$ cat src/verilog/scope_pkg.sv
package scope_pkg;

  // AXI4-Lite register port
  localparam int AXI_ADDR_W = 4;
  localparam int AXI_DATA_W = 32;

  typedef logic [23:0] rgb_t;    // red in [23:16], blue in [7:0]
  typedef logic [11:0] coord_t;  // pixel column or row
  typedef logic [7:0]  sample_t; // raw adc code

  // gain register layout
  localparam int GAIN_SHIFT_W = 2; // shift amount in gain[1:0]
  localparam int GAIN_UP_BIT  = 2; // 1 = shift left (zoom in)

  typedef logic [GAIN_UP_BIT:0] gain_t;

  // register byte offsets
  localparam logic [AXI_ADDR_W-1:0] REG_WAVE_COLOR = 4'h0;
  localparam logic [AXI_ADDR_W-1:0] REG_TRIG_ROW   = 4'h4;
  localparam logic [AXI_ADDR_W-1:0] REG_GAIN       = 4'h8;
  localparam logic [AXI_ADDR_W-1:0] REG_ID         = 4'hC;

  localparam logic [AXI_DATA_W-1:0] SCOPE_ID = 32'h5c09_e001;

  localparam logic [1:0] RESP_OKAY   = 2'b00;
  localparam logic [1:0] RESP_SLVERR = 2'b10;

  localparam rgb_t WAVE_COLOR_RST = 24'hff0000; // red trace after reset
  localparam rgb_t TRIG_COLOR     = 24'h0000ff; // blue trigger line

endpackage

$ cat src/verilog/scope_if.sv


interface video_pos_if;
  import scope_pkg::*;

  logic   hs;
  logic   vs;
  logic   de;
  rgb_t   data;
  coord_t x; // column of this pixel
  coord_t y; // row of this pixel

  modport src (output hs, output vs, output de, output data, output x, output y);
  modport snk (input hs, input vs, input de, input data, input x, input y);
endinterface

$ cat src/verilog/pixel_position.sv
`timescale 1ns/100ps

module pixel_position (
  input  logic            pclk,
  input  logic            rst_n,
  input  logic            i_hs,
  input  logic            i_vs,
  input  logic            i_de,
  input  scope_pkg::rgb_t i_data,
  video_pos_if.src        vo
);
  import scope_pkg::*;

  coord_t x_cnt; // column of the next active pixel
  coord_t y_cnt; // current active line

  always_ff @(posedge pclk or negedge rst_n) begin
    if (!rst_n) begin
      vo.hs <= 1'b0;
      vo.vs <= 1'b0;
      vo.de <= 1'b0;
      vo.x  <= '0;
      vo.y  <= '0;
      x_cnt <= '0;
      y_cnt <= '0;
    end else begin
      vo.hs <= i_hs;
      vo.vs <= i_vs;
      vo.de <= i_de;
      if (i_de) begin
        vo.x  <= x_cnt;
        vo.y  <= y_cnt;
        x_cnt <= x_cnt + 1'b1;
      end else begin
        x_cnt <= '0; // restart with the next line
      end

      // vs wins over the line step
      if (i_vs) begin
        y_cnt <= '0;
      end else if (vo.de && !i_de) begin
        y_cnt <= y_cnt + 1'b1; // falling edge of de
      end
    end
  end

  always_ff @(posedge pclk) begin
    vo.data <= i_data;
  end

endmodule

$ cat src/flat_wrapper.sv
// flat-port wrapper written by rule: the top's interface ports become plain ports
module pixel_position_flat import scope_pkg::*;
  (pclk, rst_n, i_hs, i_vs, i_de, i_data, vo_hs, vo_vs, vo_de, vo_data, vo_x, vo_y);
  video_pos_if vo_i ();
  input  logic pclk;
  input  logic rst_n;
  input  logic i_hs;
  input  logic i_vs;
  input  logic i_de;
  input  scope_pkg::rgb_t i_data;
  output wire logic [$bits(vo_i.hs)-1:0] vo_hs;
  output wire logic [$bits(vo_i.vs)-1:0] vo_vs;
  output wire logic [$bits(vo_i.de)-1:0] vo_de;
  output wire logic [$bits(vo_i.data)-1:0] vo_data;
  output wire logic [$bits(vo_i.x)-1:0] vo_x;
  output wire logic [$bits(vo_i.y)-1:0] vo_y;
  assign vo_hs = vo_i.hs;
  assign vo_vs = vo_i.vs;
  assign vo_de = vo_i.de;
  assign vo_data = vo_i.data;
  assign vo_x = vo_i.x;
  assign vo_y = vo_i.y;
  pixel_position u_core (.pclk(pclk), .rst_n(rst_n), .i_hs(i_hs), .i_vs(i_vs), .i_de(i_de), .i_data(i_data), .vo(vo_i));
endmodule
$ cat config.mk
export PLATFORM = sky130hd
export DESIGN_NAME = pixel_position_flat
export DESIGN_NICKNAME = d
export VERILOG_FILES = /design/src/verilog/scope_pkg.sv /design/src/verilog/scope_if.sv /design/src/verilog/pixel_position.sv /design/src/flat_wrapper.sv
export SDC_FILE = /design/constraint.sdc
export NUM_CORES = 1
export LEC_CHECK = 0
export BUFFER_PORTS_ARGS = -buffer_cell sky130_fd_sc_hd__buf_4
export CELL_PAD_IN_SITES_DETAIL_PLACEMENT = 0
export CELL_PAD_IN_SITES_GLOBAL_PLACEMENT = 1
export CORE_MARGIN = 5
export CORE_UTILIZATION = 40
export CTS_CLUSTER_SIZE = 30
export DETAILED_ROUTE_END_ITERATION = 10
export PLACE_DENSITY_LB_ADDON = 0.05
export REMOVE_ABC_BUFFERS = 1
export SLEW_MARGIN = 25
export SYNTH_ARGS = -nofsm -noshare
export SYNTH_HDL_FRONTEND = slang
export SYNTH_SLANG_ARGS = --single-unit
$ cat constraint.sdc
create_clock -name pclk -period 2 [get_ports pclk]
set_clock_uncertainty 0.2 [all_clocks]
set_input_delay 0.4 -clock pclk [delete_from_list [all_inputs] [get_ports pclk]]
set_output_delay 0.4 -clock pclk [all_outputs]
set_load 0.03 [all_outputs]
======== Word-level counts from Yosys, hierarchy flattened ========
Cells that the tools add are included.
Widths: inputs -> output; s select.
word-level totals
  register bits ........................... 75
  output and inout port bits .............. 51
  word-level logic and storage cells ...... 16
operators by class
  add/sub/neg operators ................... 2
  multiplexer cells ....................... 3
  reductions and logical operators ........ 3
operators with widths
  cell                   count
  $mux 12                3
  $add 12x1->12 const B  2
  $reduce_bool 2->1      1
  $logic_and 1x1->1      1
  $logic_not 1->1        1

======== Longest topological paths before layout ========
  word-level depth ........................ 4
  depth in mapped cells ................... 5
  mapped depth without buffers ............ 4

======== Worst setup path before layout ========
Ideal clock, no wire load.
  path type ............................... input -> register
  start ................................... in i_de
  end ..................................... reg u_core.y_cnt[9]
  path slack .............................. 0.230 ns
  data arrival time ....................... 1.442 ns
  setup time .............................. 0.128 ns
  data required time ...................... 1.672 ns
  buffers on the path ..................... 2
  cell stages on the path ................. 5
  cell sequence ........................... buf_2 -> nand2b_4 -> buf_6 -> nor4_2 -> mux2_1
between the ends
  word-level cells in the longest chain between the ends .. 3
RTL lines
  element                      line                  text
  from (decl)                  flat_wrapper.sv:9     input logic i_de;
  $logic_not 1->1              pixel_position.sv:41  end else if (vo.de && !i_de) begin
  $logic_and 1x1->1            pixel_position.sv:41
  $reduce_bool 2->1 (no line)  -
  to (signal assigned)         pixel_position.sv:42  y_cnt <= y_cnt + 1'b1;
  to (decl)                    pixel_position.sv:15  coord_t y_cnt;
Every way passes these cells.
A chain may end at the register's enable or synchronous reset.

======== Worst setup path after layout ========
  start ................................... reg u_core.y_cnt[0]
  end ..................................... reg u_core.y_cnt[8]
between the ends
  word-level cells in the longest chain between the ends .. 3
RTL lines
  element        line                  text
  $add 12x1->12  pixel_position.sv:42
  $mux 12        pixel_position.sv:41
  $mux 12        pixel_position.sv:39  if (i_vs) begin
Every way passes these cells. The select of a mux whose other input is x is not followed.

==> results_dict.tcl <==
set metrics [dict create \
    endpoint_kind "register" \
    synth_async_sr_flop_share 0.680 \
    power.static_leakage_nw 1.80 \
    setup.worst_path.start_class "register" \
    grt_max_degree 52 \
    synthesis.area_sq_um 2710 \
    crit_path_dat_ns 1.80 \
    route.detailed.wl_per_inst_microns 14.2 \
    detailed_place.area_sq_um 3370 \
    power.switching_w 0.000765 \
    synth.lib_cells_used.distinct 38 \
    reg_power_frac 0.520 \
    required_ns 2.03 \
    outcome "finished, final reports clean" \
    p_sw_frac 0.252 \
    cts_htree_levels 3 \
    dp_hpwl_microns 3600 \
    tritoncts "built" \
    ys_seq_area_frac 0.649 \
    final.period_utilization 0.883 \
    p_per_area_nw_per_um2 793 \
    setup-tns-final_ns 0 \
    max_freq_mhz 566 \
    globalRoute.totalOverflow 0 \
    flow.area_growth_from_synthesis_pct 41.4 \
    root_buffer "sky130_fd_sc_hd__clkbuf_8" \
    route.detailed.vias_per_inst 4.79 \
    clock_power_share 0.379 \
    drt_drc_violations_left 0 \
    final-hold-violation-count 0 \
    timing.critical_path.fanout_max 5 \
    mostFrequentLayoutCell "sky130_fd_sc_hd__buf_4" \
    die_h_microns 92.3 \
    clk_pin_slew_worst_paths_ns 0.08 \
    grt_util_all_layers 0.145 \
    combinational_power_share 0.101 \
    cts_resized 0 \
    timing.slew.headroom 0.566 \
    post_route_cells_drive_above_1_share 0.386 \
    num-nets-final 350 \
    p_int_w 0.00227 \
    dieArea_sq_um 8510 \
    r2r_start "u_core.y_cnt[0]" \
    synth_ff_type "sky130_fd_sc_hd__dfrtp_1" \
    critical_path_class "reg2reg" \
    synthCells 208 \
    fp.dieW_microns 92.3 \
    timing.hold.worst_path_depth 2 \
    hold_start "i_vs" \
    cts_num_sinks 75 \
    worst-r2r-setup-slack_ns 0.23 \
    clock_path_buffers 2 \
    numPortBuffers 79 \
    routed_wl_microns 5730 \
    final_area_sq_um 3830 \
    initial_utilization 0.405 \
    grt_pass1_wl_microns 9560 \
    timing.reg2reg.worst_path_depth 4 \
    floorplan.rows 30 \
    cts-buffers-inserted 9 \
    route.antenna.remaining_nets 0 \
    worst_slack_ns 0.235 \
    initial_drt_pass_iterations 4 \
    mostFrequentLayoutCells "sky130_fd_sc_hd__buf_4, sky130_fd_sc_hd__dfrtp_1, sky130_fd_sc_hd__dlygate4sd3_1" \
    antenna_found_initial 0 \
    report.final.setup_viol 0 \
    dr.first_iter.drc_count 55 \
    dp_slack_ns 0.180 \
    final-max-slew-violation-count 0 \
    grt_pass1_vias 2017 \
    core_area_sq_um 6680 \
    ys_seq_elements 75 \
    unrepaired_setup_endpoints_after_global_routing "no" \
    postSynthAreaPerCell_sq_um 13.0 \
    io-pin-count 80 \
    clk_latency_ns 0.34 \
    antenna-diode-count 0 \
    num_vias 1935 \
    timing.final.crit_period_ns 1.77 \
    worst_pin_slew_ns 0.652 \
    setup.worst_path.start "u_core.y_cnt[0]" \
    cts_hold_buffers 26 \
    worst_min_path_class "in2reg" \
    peakVddDrop_uv 565 \
    synth_enable_flop_cells 0 \
    yosysWarningCount 0 \
    cts.repair_timing.setup_buffer_count 0 \
    timing.max_cap.violations 0 \
    routability_congestion_estimate_from_global_placement 0.710 \
]
-- kinds of logic after synthesis --
kind of cell / synth area share
fa+ha+maj: 0.00924
simple gates: 0.112
flops: 0.649
buf+inv: 0.0305
mux: 0.115
xor+xnor: 0.0162
compound gates: 0.0680
-- cells in the mapped netlist (all sizes together) (4+ instances only) --
master | instances | area share
nand2 | 10 | 0.014
o21ai | 8 | 0.015
nor2 | 13 | 0.018
nor2b | 5 | 0.012
dfxtp | 24 | 0.18
nand3 | 6 | 0.013
nand4 | 4 | 0.012
or4 | 4 | 0.011
buf | 5 | 0.012
o31ai | 4 | 0.011
mux2 | 25 | 0.10
dfrtp | 51 | 0.47
a21oi | 9 | 0.017
or3 | 4 | 0.0092
inv | 9 | 0.012
-- layout make-up --
type                            count  area [sq um]
Clock buffer                       10           128
Tap cell                           80           100
Inverter                           11          41.3
Timing Repair Buffer              107           868
Fill cell                         559          2850
Sequential cell                    75          1760
Clock inverter                      6          66.3
Multi-Input combinational cell    115           867
-- metrics by stage --
stage	std cells	hold WS, ns	util	power [W]
2_1_floorplan	201	-0.0956	-	0.00173
3_3_place_gp	362	0.281	0.505	0.00188
3_5_place_dp	362	0.276	0.505	0.00188
4_1_cts	404	0.211	0.573	0.00306
5_1_grt	404	0.208	0.573	0.00319
6_report	404	0.216	0.573	0.00304
-- power groups by stage --
| stage | sequential, W | clock [W] | combinational [W] |
|---|---|---|---|
| 3_5_place_dp | 0.00161 | 0 | 0.000271 |
| 3_3_place_gp | 0.00161 | 0 | 0.000272 |
| 5_1_grt | 0.00158 | 0.00127 | 0.000334 |
| 6_report | 0.00158 | 0.00115 | 0.000308 |
| 4_1_cts | 0.00158 | 0.00117 | 0.000312 |
| 2_1_floorplan | 0.00169 | 0 | 0.0000396 |
-- layer usage --
layer	routed length [microns]	vias to the layer above	track usage	share of wire
li1	-	952	-	-
met1	2610	900	0.183	0.46
met2	2280	73	0.193	0.40
met3	728	10	0.0976	0.13
met4	111	0	0.0594	0.019
met5	0	-	0	0
-- final timing paths --
| check | to |
|---|---|
| setup / recovery | u_core.y_cnt[8] |
| hold / removal | u_core.vo.vs |
| setup reg to reg | u_core.y_cnt[8] |
| hold reg to reg | u_core.vo.x[11] |
| max in group asynchronous | u_core.y_cnt[1] |
| min in group asynchronous | u_core.y_cnt[9] |
-- flip-flops by register name (all words and copies together), names as in the netlist --
signal          cells
u_core.vo.de        1
u_core.vo.hs        1
u_core.vo.y        12
u_core.x_cnt       12
u_core.vo.x        12
u_core.vo.data     24
u_core.y_cnt       12
u_core.vo.vs        1
-- worst max-delay path: stages (launching register included) --
cell,delay (ns)
sky130_fd_sc_hd__dfrtp_1,0.44
sky130_fd_sc_hd__ha_1,0.19
sky130_fd_sc_hd__nand2_1,0.16
sky130_fd_sc_hd__a2111oi_4,0.31
sky130_fd_sc_hd__mux2_2,0.36
Note: power is estimated with default switching activity, not from simulation.
