File: src/verilog/scope_pkg.sv
package scope_pkg;

  // AXI4-Lite register port
  localparam int AXI_ADDR_W = 4;
  localparam int AXI_DATA_W = 32;

  typedef logic [23:0] rgb_t;    // red in [23:16], blue in [7:0]
  typedef logic [11:0] coord_t;  // pixel column or row
  typedef logic [7:0]  sample_t; // raw adc code

  // gain register layout
  localparam int GAIN_SHIFT_W = 2; // shift amount in gain[1:0]
  localparam int GAIN_UP_BIT  = 2; // 1 = shift left (zoom in)

  typedef logic [GAIN_UP_BIT:0] gain_t;

  // register byte offsets
  localparam logic [AXI_ADDR_W-1:0] REG_WAVE_COLOR = 4'h0;
  localparam logic [AXI_ADDR_W-1:0] REG_TRIG_ROW   = 4'h4;
  localparam logic [AXI_ADDR_W-1:0] REG_GAIN       = 4'h8;
  localparam logic [AXI_ADDR_W-1:0] REG_ID         = 4'hC;

  localparam logic [AXI_DATA_W-1:0] SCOPE_ID = 32'h5c09_e001;

  localparam logic [1:0] RESP_OKAY   = 2'b00;
  localparam logic [1:0] RESP_SLVERR = 2'b10;

  localparam rgb_t WAVE_COLOR_RST = 24'hff0000; // red trace after reset
  localparam rgb_t TRIG_COLOR     = 24'h0000ff; // blue trigger line

endpackage

File: src/verilog/scope_if.sv
`timescale 1ns/100ps

interface scope_cfg_if;
  import scope_pkg::*;

  rgb_t   wave_color; // trace colour
  coord_t trig_row;   // row of trigger line
  gain_t  gain;       // direction bit + shift amount

  modport cfg (
    output wave_color,
    output trig_row,
    output gain
  );

  modport user (
    input wave_color,
    input trig_row,
    input gain
  );
endinterface


File: src/verilog/scope_cfg_axil.sv
`timescale 1ns/100ps

module scope_cfg_axil (
  input  logic                               pclk,
  input  logic                               rst_n,
  input  logic [scope_pkg::AXI_ADDR_W-1:0]   i_awaddr,
  input  logic                               i_awvalid,
  output logic                               o_awready,
  input  logic [scope_pkg::AXI_DATA_W-1:0]   i_wdata,
  input  logic [scope_pkg::AXI_DATA_W/8-1:0] i_wstrb,
  input  logic                               i_wvalid,
  output logic                               o_wready,
  output logic [1:0]                         o_bresp,
  output logic                               o_bvalid,
  input  logic                               i_bready,
  input  logic [scope_pkg::AXI_ADDR_W-1:0]   i_araddr,
  input  logic                               i_arvalid,
  output logic                               o_arready,
  output logic [scope_pkg::AXI_DATA_W-1:0]   o_rdata,
  output logic [1:0]                         o_rresp,
  output logic                               o_rvalid,
  input  logic                               i_rready,
  scope_cfg_if.cfg                           cfg
);
  import scope_pkg::*;

  localparam int STRB_W = AXI_DATA_W / 8;

  rgb_t   r_wave_color;
  coord_t r_trig_row;
  gain_t  r_gain;

  logic                  wr_acc;
  logic                  rd_acc;
  logic                  wr_known;
  logic                  rd_known;
  logic [AXI_DATA_W-1:0] rd_word;
  logic [AXI_DATA_W-1:0] wave_merged;
  logic [AXI_DATA_W-1:0] trig_merged;
  logic [AXI_DATA_W-1:0] gain_merged;

  // byte lanes with strobe set take the new data
  function automatic logic [AXI_DATA_W-1:0] merge_strb(
    input logic [AXI_DATA_W-1:0] old_w,
    input logic [AXI_DATA_W-1:0] new_w,
    input logic [STRB_W-1:0]     strb
  );
    logic [AXI_DATA_W-1:0] res;
    res = old_w;
    for (int b = 0; b < STRB_W; b++) begin
      if (strb[b]) res[8*b +: 8] = new_w[8*b +: 8];
    end
    return res;
  endfunction

  assign wr_acc    = i_awvalid && i_wvalid && !o_bvalid; // no response pending
  assign rd_acc    = i_arvalid && !o_rvalid;
  assign o_awready = wr_acc;
  assign o_wready  = wr_acc;
  assign o_arready = rd_acc;

  assign wave_merged = merge_strb(AXI_DATA_W'(r_wave_color), i_wdata, i_wstrb);
  assign trig_merged = merge_strb(AXI_DATA_W'(r_trig_row), i_wdata, i_wstrb);
  assign gain_merged = merge_strb(AXI_DATA_W'(r_gain), i_wdata, i_wstrb);

  assign wr_known = (i_awaddr == REG_WAVE_COLOR) || (i_awaddr == REG_TRIG_ROW) ||
                    (i_awaddr == REG_GAIN) || (i_awaddr == REG_ID); // id is read-only

  always_comb begin
    rd_word  = '0;
    rd_known = 1'b1;
    case (i_araddr)
      REG_WAVE_COLOR: rd_word = AXI_DATA_W'(r_wave_color);
      REG_TRIG_ROW:   rd_word = AXI_DATA_W'(r_trig_row);
      REG_GAIN:       rd_word = AXI_DATA_W'(r_gain);
      REG_ID:         rd_word = SCOPE_ID;
      default:        rd_known = 1'b0;
    endcase
  end

  always_ff @(posedge pclk or negedge rst_n) begin
    if (!rst_n) begin
      r_wave_color <= WAVE_COLOR_RST;
      r_trig_row   <= '0;
      r_gain       <= '0;
      o_bvalid     <= 1'b0;
      o_rvalid     <= 1'b0;
    end else begin
      if (wr_acc) begin
        case (i_awaddr)
          REG_WAVE_COLOR: r_wave_color <= rgb_t'(wave_merged);
          REG_TRIG_ROW:   r_trig_row   <= coord_t'(trig_merged);
          REG_GAIN:       r_gain       <= gain_t'(gain_merged);
          default:        ;
        endcase
      end
      if (wr_acc) o_bvalid <= 1'b1;
      else if (i_bready) o_bvalid <= 1'b0;
      if (rd_acc) o_rvalid <= 1'b1;
      else if (i_rready) o_rvalid <= 1'b0;
    end
  end

  // response payload, only sampled while valid
  always_ff @(posedge pclk) begin
    if (wr_acc) o_bresp <= wr_known ? RESP_OKAY : RESP_SLVERR;
    if (rd_acc) begin
      o_rdata <= rd_word;
      o_rresp <= rd_known ? RESP_OKAY : RESP_SLVERR;
    end
  end

  assign cfg.wave_color = r_wave_color;
  assign cfg.trig_row   = r_trig_row;
  assign cfg.gain       = r_gain;

endmodule

File: src/flat_wrapper.sv
// flat-port wrapper written by rule: the top's interface ports become plain ports
module scope_cfg_axil_flat import scope_pkg::*;
  (pclk, rst_n, i_awaddr, i_awvalid, o_awready, i_wdata, i_wstrb, i_wvalid, o_wready, o_bresp, o_bvalid, i_bready, i_araddr, i_arvalid, o_arready, o_rdata, o_rresp, o_rvalid, i_rready, cfg_wave_color, cfg_trig_row, cfg_gain);
  scope_cfg_if cfg_i ();
  input  logic pclk;
  input  logic rst_n;
  input  logic [scope_pkg::AXI_ADDR_W-1:0] i_awaddr;
  input  logic i_awvalid;
  output logic o_awready;
  input  logic [scope_pkg::AXI_DATA_W-1:0] i_wdata;
  input  logic [scope_pkg::AXI_DATA_W/8-1:0] i_wstrb;
  input  logic i_wvalid;
  output logic o_wready;
  output logic [1:0] o_bresp;
  output logic o_bvalid;
  input  logic i_bready;
  input  logic [scope_pkg::AXI_ADDR_W-1:0] i_araddr;
  input  logic i_arvalid;
  output logic o_arready;
  output logic [scope_pkg::AXI_DATA_W-1:0] o_rdata;
  output logic [1:0] o_rresp;
  output logic o_rvalid;
  input  logic i_rready;
  output wire logic [$bits(cfg_i.wave_color)-1:0] cfg_wave_color;
  output wire logic [$bits(cfg_i.trig_row)-1:0] cfg_trig_row;
  output wire logic [$bits(cfg_i.gain)-1:0] cfg_gain;
  assign cfg_wave_color = cfg_i.wave_color;
  assign cfg_trig_row = cfg_i.trig_row;
  assign cfg_gain = cfg_i.gain;
  scope_cfg_axil u_core (.pclk(pclk), .rst_n(rst_n), .i_awaddr(i_awaddr), .i_awvalid(i_awvalid), .o_awready(o_awready), .i_wdata(i_wdata), .i_wstrb(i_wstrb), .i_wvalid(i_wvalid), .o_wready(o_wready), .o_bresp(o_bresp), .o_bvalid(o_bvalid), .i_bready(i_bready), .i_araddr(i_araddr), .i_arvalid(i_arvalid), .o_arready(o_arready), .o_rdata(o_rdata), .o_rresp(o_rresp), .o_rvalid(o_rvalid), .i_rready(i_rready), .cfg(cfg_i));
endmodule
File: config.mk
export PLATFORM = sky130hd
export DESIGN_NAME = scope_cfg_axil_flat
export DESIGN_NICKNAME = d
export VERILOG_FILES = /design/src/verilog/scope_pkg.sv /design/src/verilog/scope_if.sv /design/src/verilog/scope_cfg_axil.sv /design/src/flat_wrapper.sv
export SDC_FILE = /design/constraint.sdc
export NUM_CORES = 1
export LEC_CHECK = 0
export ABC_AREA = 1
export ABC_CLOCK_PERIOD_IN_PS = 2400
export BUFFER_PORTS_ARGS = -buffer_cell sky130_fd_sc_hd__buf_2
export CORE_ASPECT_RATIO = 0.8
export CORE_MARGIN = 4
export CORE_UTILIZATION = 35
export CTS_BUF_LIST = sky130_fd_sc_hd__clkbuf_4 sky130_fd_sc_hd__clkbuf_8
export DETAILED_ROUTE_END_ITERATION = 10
export HOLD_SLACK_MARGIN = 0.12
export SLEW_MARGIN = 10
export SYNTH_ARGS = -nofsm -noshare
export SYNTH_HDL_FRONTEND = slang
export SYNTH_SLANG_ARGS = --single-unit
export TNS_END_PERCENT = 5
File: constraint.sdc
create_clock -name pclk -period 2.4 [get_ports pclk]
set_input_delay 0.24 -clock pclk [delete_from_list [all_inputs] [get_ports pclk]]
set_output_delay 0.24 -clock pclk [all_outputs]
set_load 0.05 [all_outputs]
Word level (Yosys, flattened, before mapping)

Cells that the tools add are included.

Flip-flop bits (word level): 77
Input bits: 51
Output and inout bits: 80
Word-level logic and storage cells: 44

Eq/ne operators: 6
Multiplexer cells: 8
Reduce and logical (&&, ||, !) cells: 19

Operator list:

| operator                                                               | count |
|---|---|
| 31-bit one-hot mux with 4 select lines                                 | 1 |
| 3-bit AND reduction                                                    | 6 |
| 4-bit equality test (second input constant)                            | 4 |
| 4-bit by 3-bit equality test with 1-bit output (second input constant) | 2 |
| 4-bit logical NOT                                                      | 2 |
| 1-bit two-way mux                                                      | 5 |
| 2-bit two-way mux                                                      | 2 |
| 2-bit nonzero test                                                     | 2 |
| 4-bit OR reduction                                                     | 1 |
| 1-bit logical AND                                                      | 3 |
| 1-bit logical OR                                                       | 3 |
| 1-bit logical NOT                                                      | 2 |

Longest topological paths before layout

Word-level depth: 5
Depth in mapped cells: 7
Mapped depth without buffers: 6

Worst setup path before layout

No wires, ideal clock.

Path type: register to register
Start: register u_core.o_rvalid
End: register u_core.o_rdata[0] (netlist bit) (enable)
Setup time: 0.395 ns
Arrival: 1.536 ns
Data required time: 2.005 ns
Path slack: 0.469 ns
Stages on the path, launching flop included: 4
Path buffers: 0
Clock period less this slack: 1.931 ns
Path through: dfrtp_1 -> inv_1 -> nand2_1 -> inv_1

Cells in the longest elaborated chain, start to end: 2

RTL lines:

| what                   | line                  | text |
|---|---|---|
| from (decl)            | scope_cfg_axil.sv:21  | `output logic o_rvalid,` |
| from (signal assigned) | scope_cfg_axil.sv:87  | `o_rvalid <= 1'b0;` |
| from (signal assigned) | scope_cfg_axil.sv:99  | `if (rd_acc) o_rvalid <= 1'b1;` |
| from (signal assigned) | scope_cfg_axil.sv:100 | `else if (i_rready) o_rvalid <= 1'b0;` |
| 1-bit logical NOT      | scope_cfg_axil.sv:57  | `assign rd_acc = i_arvalid && !o_rvalid;` |
| 1-bit logical AND      | scope_cfg_axil.sv:57  |  |
| named net o_arready    | flat_wrapper.sv:19    | `output logic o_arready;` |
| to (signal assigned)   | scope_cfg_axil.sv:108 | `o_rdata <= rd_word;` |
| to (decl)              | scope_cfg_axil.sv:19  | `output logic [scope_pkg::AXI_DATA_W-1:0] o_rdata,` |

The timed path passes the listed nets, and every way through them passes these cells.
A chain may end at the register's enable or synchronous reset.

Worst setup path after layout

Start: register u_core.o_rvalid
End: output port o_arready

Cells in the longest elaborated chain, start to end: 2

RTL lines:

| what              | line |
|---|---|
| 1-bit logical NOT | scope_cfg_axil.sv:57 |
| 1-bit logical AND | scope_cfg_axil.sv:57 |
| to (decl)         | flat_wrapper.sv:19 |

No other way between the ends.

==> flow_metrics.tcl <==
set metrics [dict create \
    ys_top_cells_by_area "dfrtp_1 (28%), edfxtp_1 (28%), nand2_1 (18%)" \
    grt_usage_pct 16.28 \
    pwr-share-comb_pct 25.2 \
    placed_area_mm2 0.003590 \
    coreArea_mm2 0.008055 \
    grt_pass1_vias 2556 \
    cap_viol_max_count 0 \
    final_net_count 509 \
    ir_drop_v 0.0004102 \
    synth-seq-area-share_pct 62.76 \
    wire_per_inst_um 13.60 \
    cts_buffers 9 \
    ys_seq_elements 68 \
    p_leak_nw 2.165 \
    wirelength_mm 7.765 \
    die_h_um 90.02 \
    initial_core_util_pct 36.53 \
    power_density_mw_per_mm2 780.7 \
    p_seq_share_pct 45.0 \
    async_flop_share_pct 60.29 \
    placementRows 29 \
    hold_path.class "input pin to flop" \
    final_antenna_net_count 0 \
    setup_viol 0 \
    cts_tree "built" \
    power.share.clock_pct 29.8 \
    antenna_found_initial 0 \
    yosysMostFrequentCell "nand2_1" \
    synth_cell_types 17 \
    fin_skew_ns 0.01246 \
    post-route-period-util_pct 75.81 \
    cts_root_buf "clkbuf_8" \
    outcome "finished, final reports clean" \
    startpoint_type "flop" \
    viasPerCell 4.452 \
    place_hpwl_mm 5.691 \
    finalHoldViolations 0 \
    swShare_pct 36.24 \
    clk_path_buf_depth 2 \
    die_x_um 110.5 \
    synth_edf_count 27 \
    worstPathRequired_ns 2.16 \
    place.gp.congestion 0.7983 \
    rr_endpoint "u_core.cfg.wave_color[0]$_DFFE_PN0P_" \
    p_int_mw 1.991 \
    synth_warnings 0 \
    slew_headroom_pct 38.11 \
    cts-htree-levels 3 \
    rsz0062_at_grt "no" \
    synth_area_leader_cell "dfrtp_1" \
    cts_resized 0 \
    holdPathStages 3 \
    synth_area_per_cell_um2 9.254 \
    power_switching_mw 1.131 \
    fin_crit_ns 1.820 \
    critical_path_class "flop to output port" \
    tightest_slew_ns 0.9283 \
    io_pins 131 \
    n_antenna_cell 0 \
    die_area_mm2 0.009948 \
    vias 2542 \
    synth_top_cells_by_count "nand2_1 (140), nand3_1 (38), dfrtp_1 (33)" \
    timing.fmax_mhz 549.6 \
    grt-ovfl-total 0 \
    dr.first_iter.drc_count 102 \
    insertion_delay_ns 0.34 \
    yosysTopAreaCellShare_pct 28.06 \
    holdPathEnd "u_core.cfg.wave_color[13]$_DFFE_PN0P_" \
    r2r_cells 6 \
    slew_viol_final 0 \
    drive_gt1_share_pct 32.61 \
    timing.rr.start "u_core.o_bvalid$_DFFE_PN0P_" \
    grt_max_degree 42 \
    hp-start "i_wdata[13]" \
    final_area_mm2 0.003999 \
    area_growth_pct 35.88 \
    drtPass1Iterations 4 \
    clkTransAtPathRegs_ns 0.07 \
    remaining_drc_errors 0 \
    synth-main-ff-cell "dfrtp_1" \
    portBuffers 115 \
    critPathMaxFanout 12 \
    reg2reg_setup_slack_ns 0.87 \
    synth_cells 318 \
    arrival_ns 1.58 \
    synth.cell_area_mm2 0.002943 \
    tns_ns 0 \
    cp-end-kind "output port" \
    grt_pass1_wl_mm 12.88 \
    cts.sinks 68 \
]
## metal layers
| layer | up-vias | part of all wire (%) | global-route usage [%] |
|---|---|---|---|
| li1 | 1272 | - | - |
| met1 | 1167 | 45 | 20.50 |
| met2 | 95 | 48 | 26.77 |
| met3 | 8 | 6.4 | 5.235 |
| met4 | 0 | 1.3 | 5.026 |
| met5 | - | 0 | 0 |
## through the flow
step | setup WS [ns] | power (mW) | hold WS (ns) | utilization, % | std cells
after floorplan | 0.4689 | 1.990 | -0.05559 | - | 323
after global placement | 0.8811 | 2.185 | 0.4216 | 44.56 | 534
after detailed placement | 0.8463 | 2.196 | 0.4371 | 44.56 | 534
after CTS | 0.5085 | 3.160 | 0.1206 | 49.64 | 571
after global routing | 0.4280 | 3.274 | 0.1377 | 49.64 | 571
final | 0.5805 | 3.122 | 0.1277 | 49.64 | 571
## sequential cells by signal, summed over array words and instances, names as in the netlist
signal and count:
u_core.o_bresp 1, u_core.cfg.gain 3, u_core.cfg.trig_row 12, u_core.o_rvalid 1, u_core.cfg.wave_color 24, u_core.o_bvalid 1
u_core.o_rresp 1, u_core.o_rdata 25
## critical path, stage by stage (launching register included)
cell	delay [ns]
dfrtp_1	0.38
inv_1	0.07
nand2_1	0.06
inv_1	0.38
buf_2	0.36
## power groups by stage
stage               sequential (mW)  combinational [mW]  clock (mW)
global placement               1.43               0.760           0
detailed placement             1.43               0.768           0
CTS                            1.41               0.796       0.958
global route                   1.42               0.837        1.02
floorplan                      1.81               0.181           0
finish                         1.40               0.786       0.931
## placed cells by master (no fill, tap or decap), types with 6 or more instances in the layout
cell	instances
dlygate4sd3_1	21
clkbuf_8	9
nor2_1	16
dfrtp_1	33
nand3_1	38
buf_2	115
conb_1	6
inv_1	26
dfstp_2	8
edfxtp_1	27
nand2_1	140
## layout make-up
| class | count | area, um2 |
|---|---|---|
| Clock buffer | 9 | 123.9 |
| Tap cell | 108 | 135.1 |
| Fill cell | 775 | 4056 |
| Timing Repair Buffer | 140 | 815.8 |
| Inverter | 27 | 101.3 |
| Clock inverter | 7 | 75.07 |
| Sequential cell | 68 | 1847 |
| Multi-Input combinational cell | 212 | 900.9 |
## cell families after synthesis
group,count (synthesis),synth area share [%]
buf+inv,43,7.270
other cells,1,0.1274
simple gates,203,29.34
compound gates,3,0.5101
flops,68,62.76
## worst max-delay path by stage
stage | from | endpoint | slack (ns) | cells past startpoint
after floorplan | u_core.o_rvalid$_DFFE_PN0P_ | u_core.o_rdata[0]$_DFFE_PP_ | 0.47 | 3
after global placement | u_core.o_bvalid$_DFFE_PN0P_ | u_core.cfg.wave_color[2]$_DFFE_PN0P_ | 0.88 | 6
after detailed placement | i_awaddr[2] | u_core.cfg.wave_color[15]$_DFFE_PN0P_ | 0.85 | 7
after CTS | u_core.o_rvalid$_DFFE_PN0P_ | o_arready | 0.51 | 4
after global routing | u_core.o_rvalid$_DFFE_PN0P_ | o_arready | 0.43 | 4
final | u_core.o_rvalid$_DFFE_PN0P_ | o_arready | 0.58 | 4
## timing repair
action	in CTS	in global routing
setup buffers	0	0
hold buffers	21	0
hold endpoints to repair	53	0
Note: power is estimated with default switching activity, not from simulation.
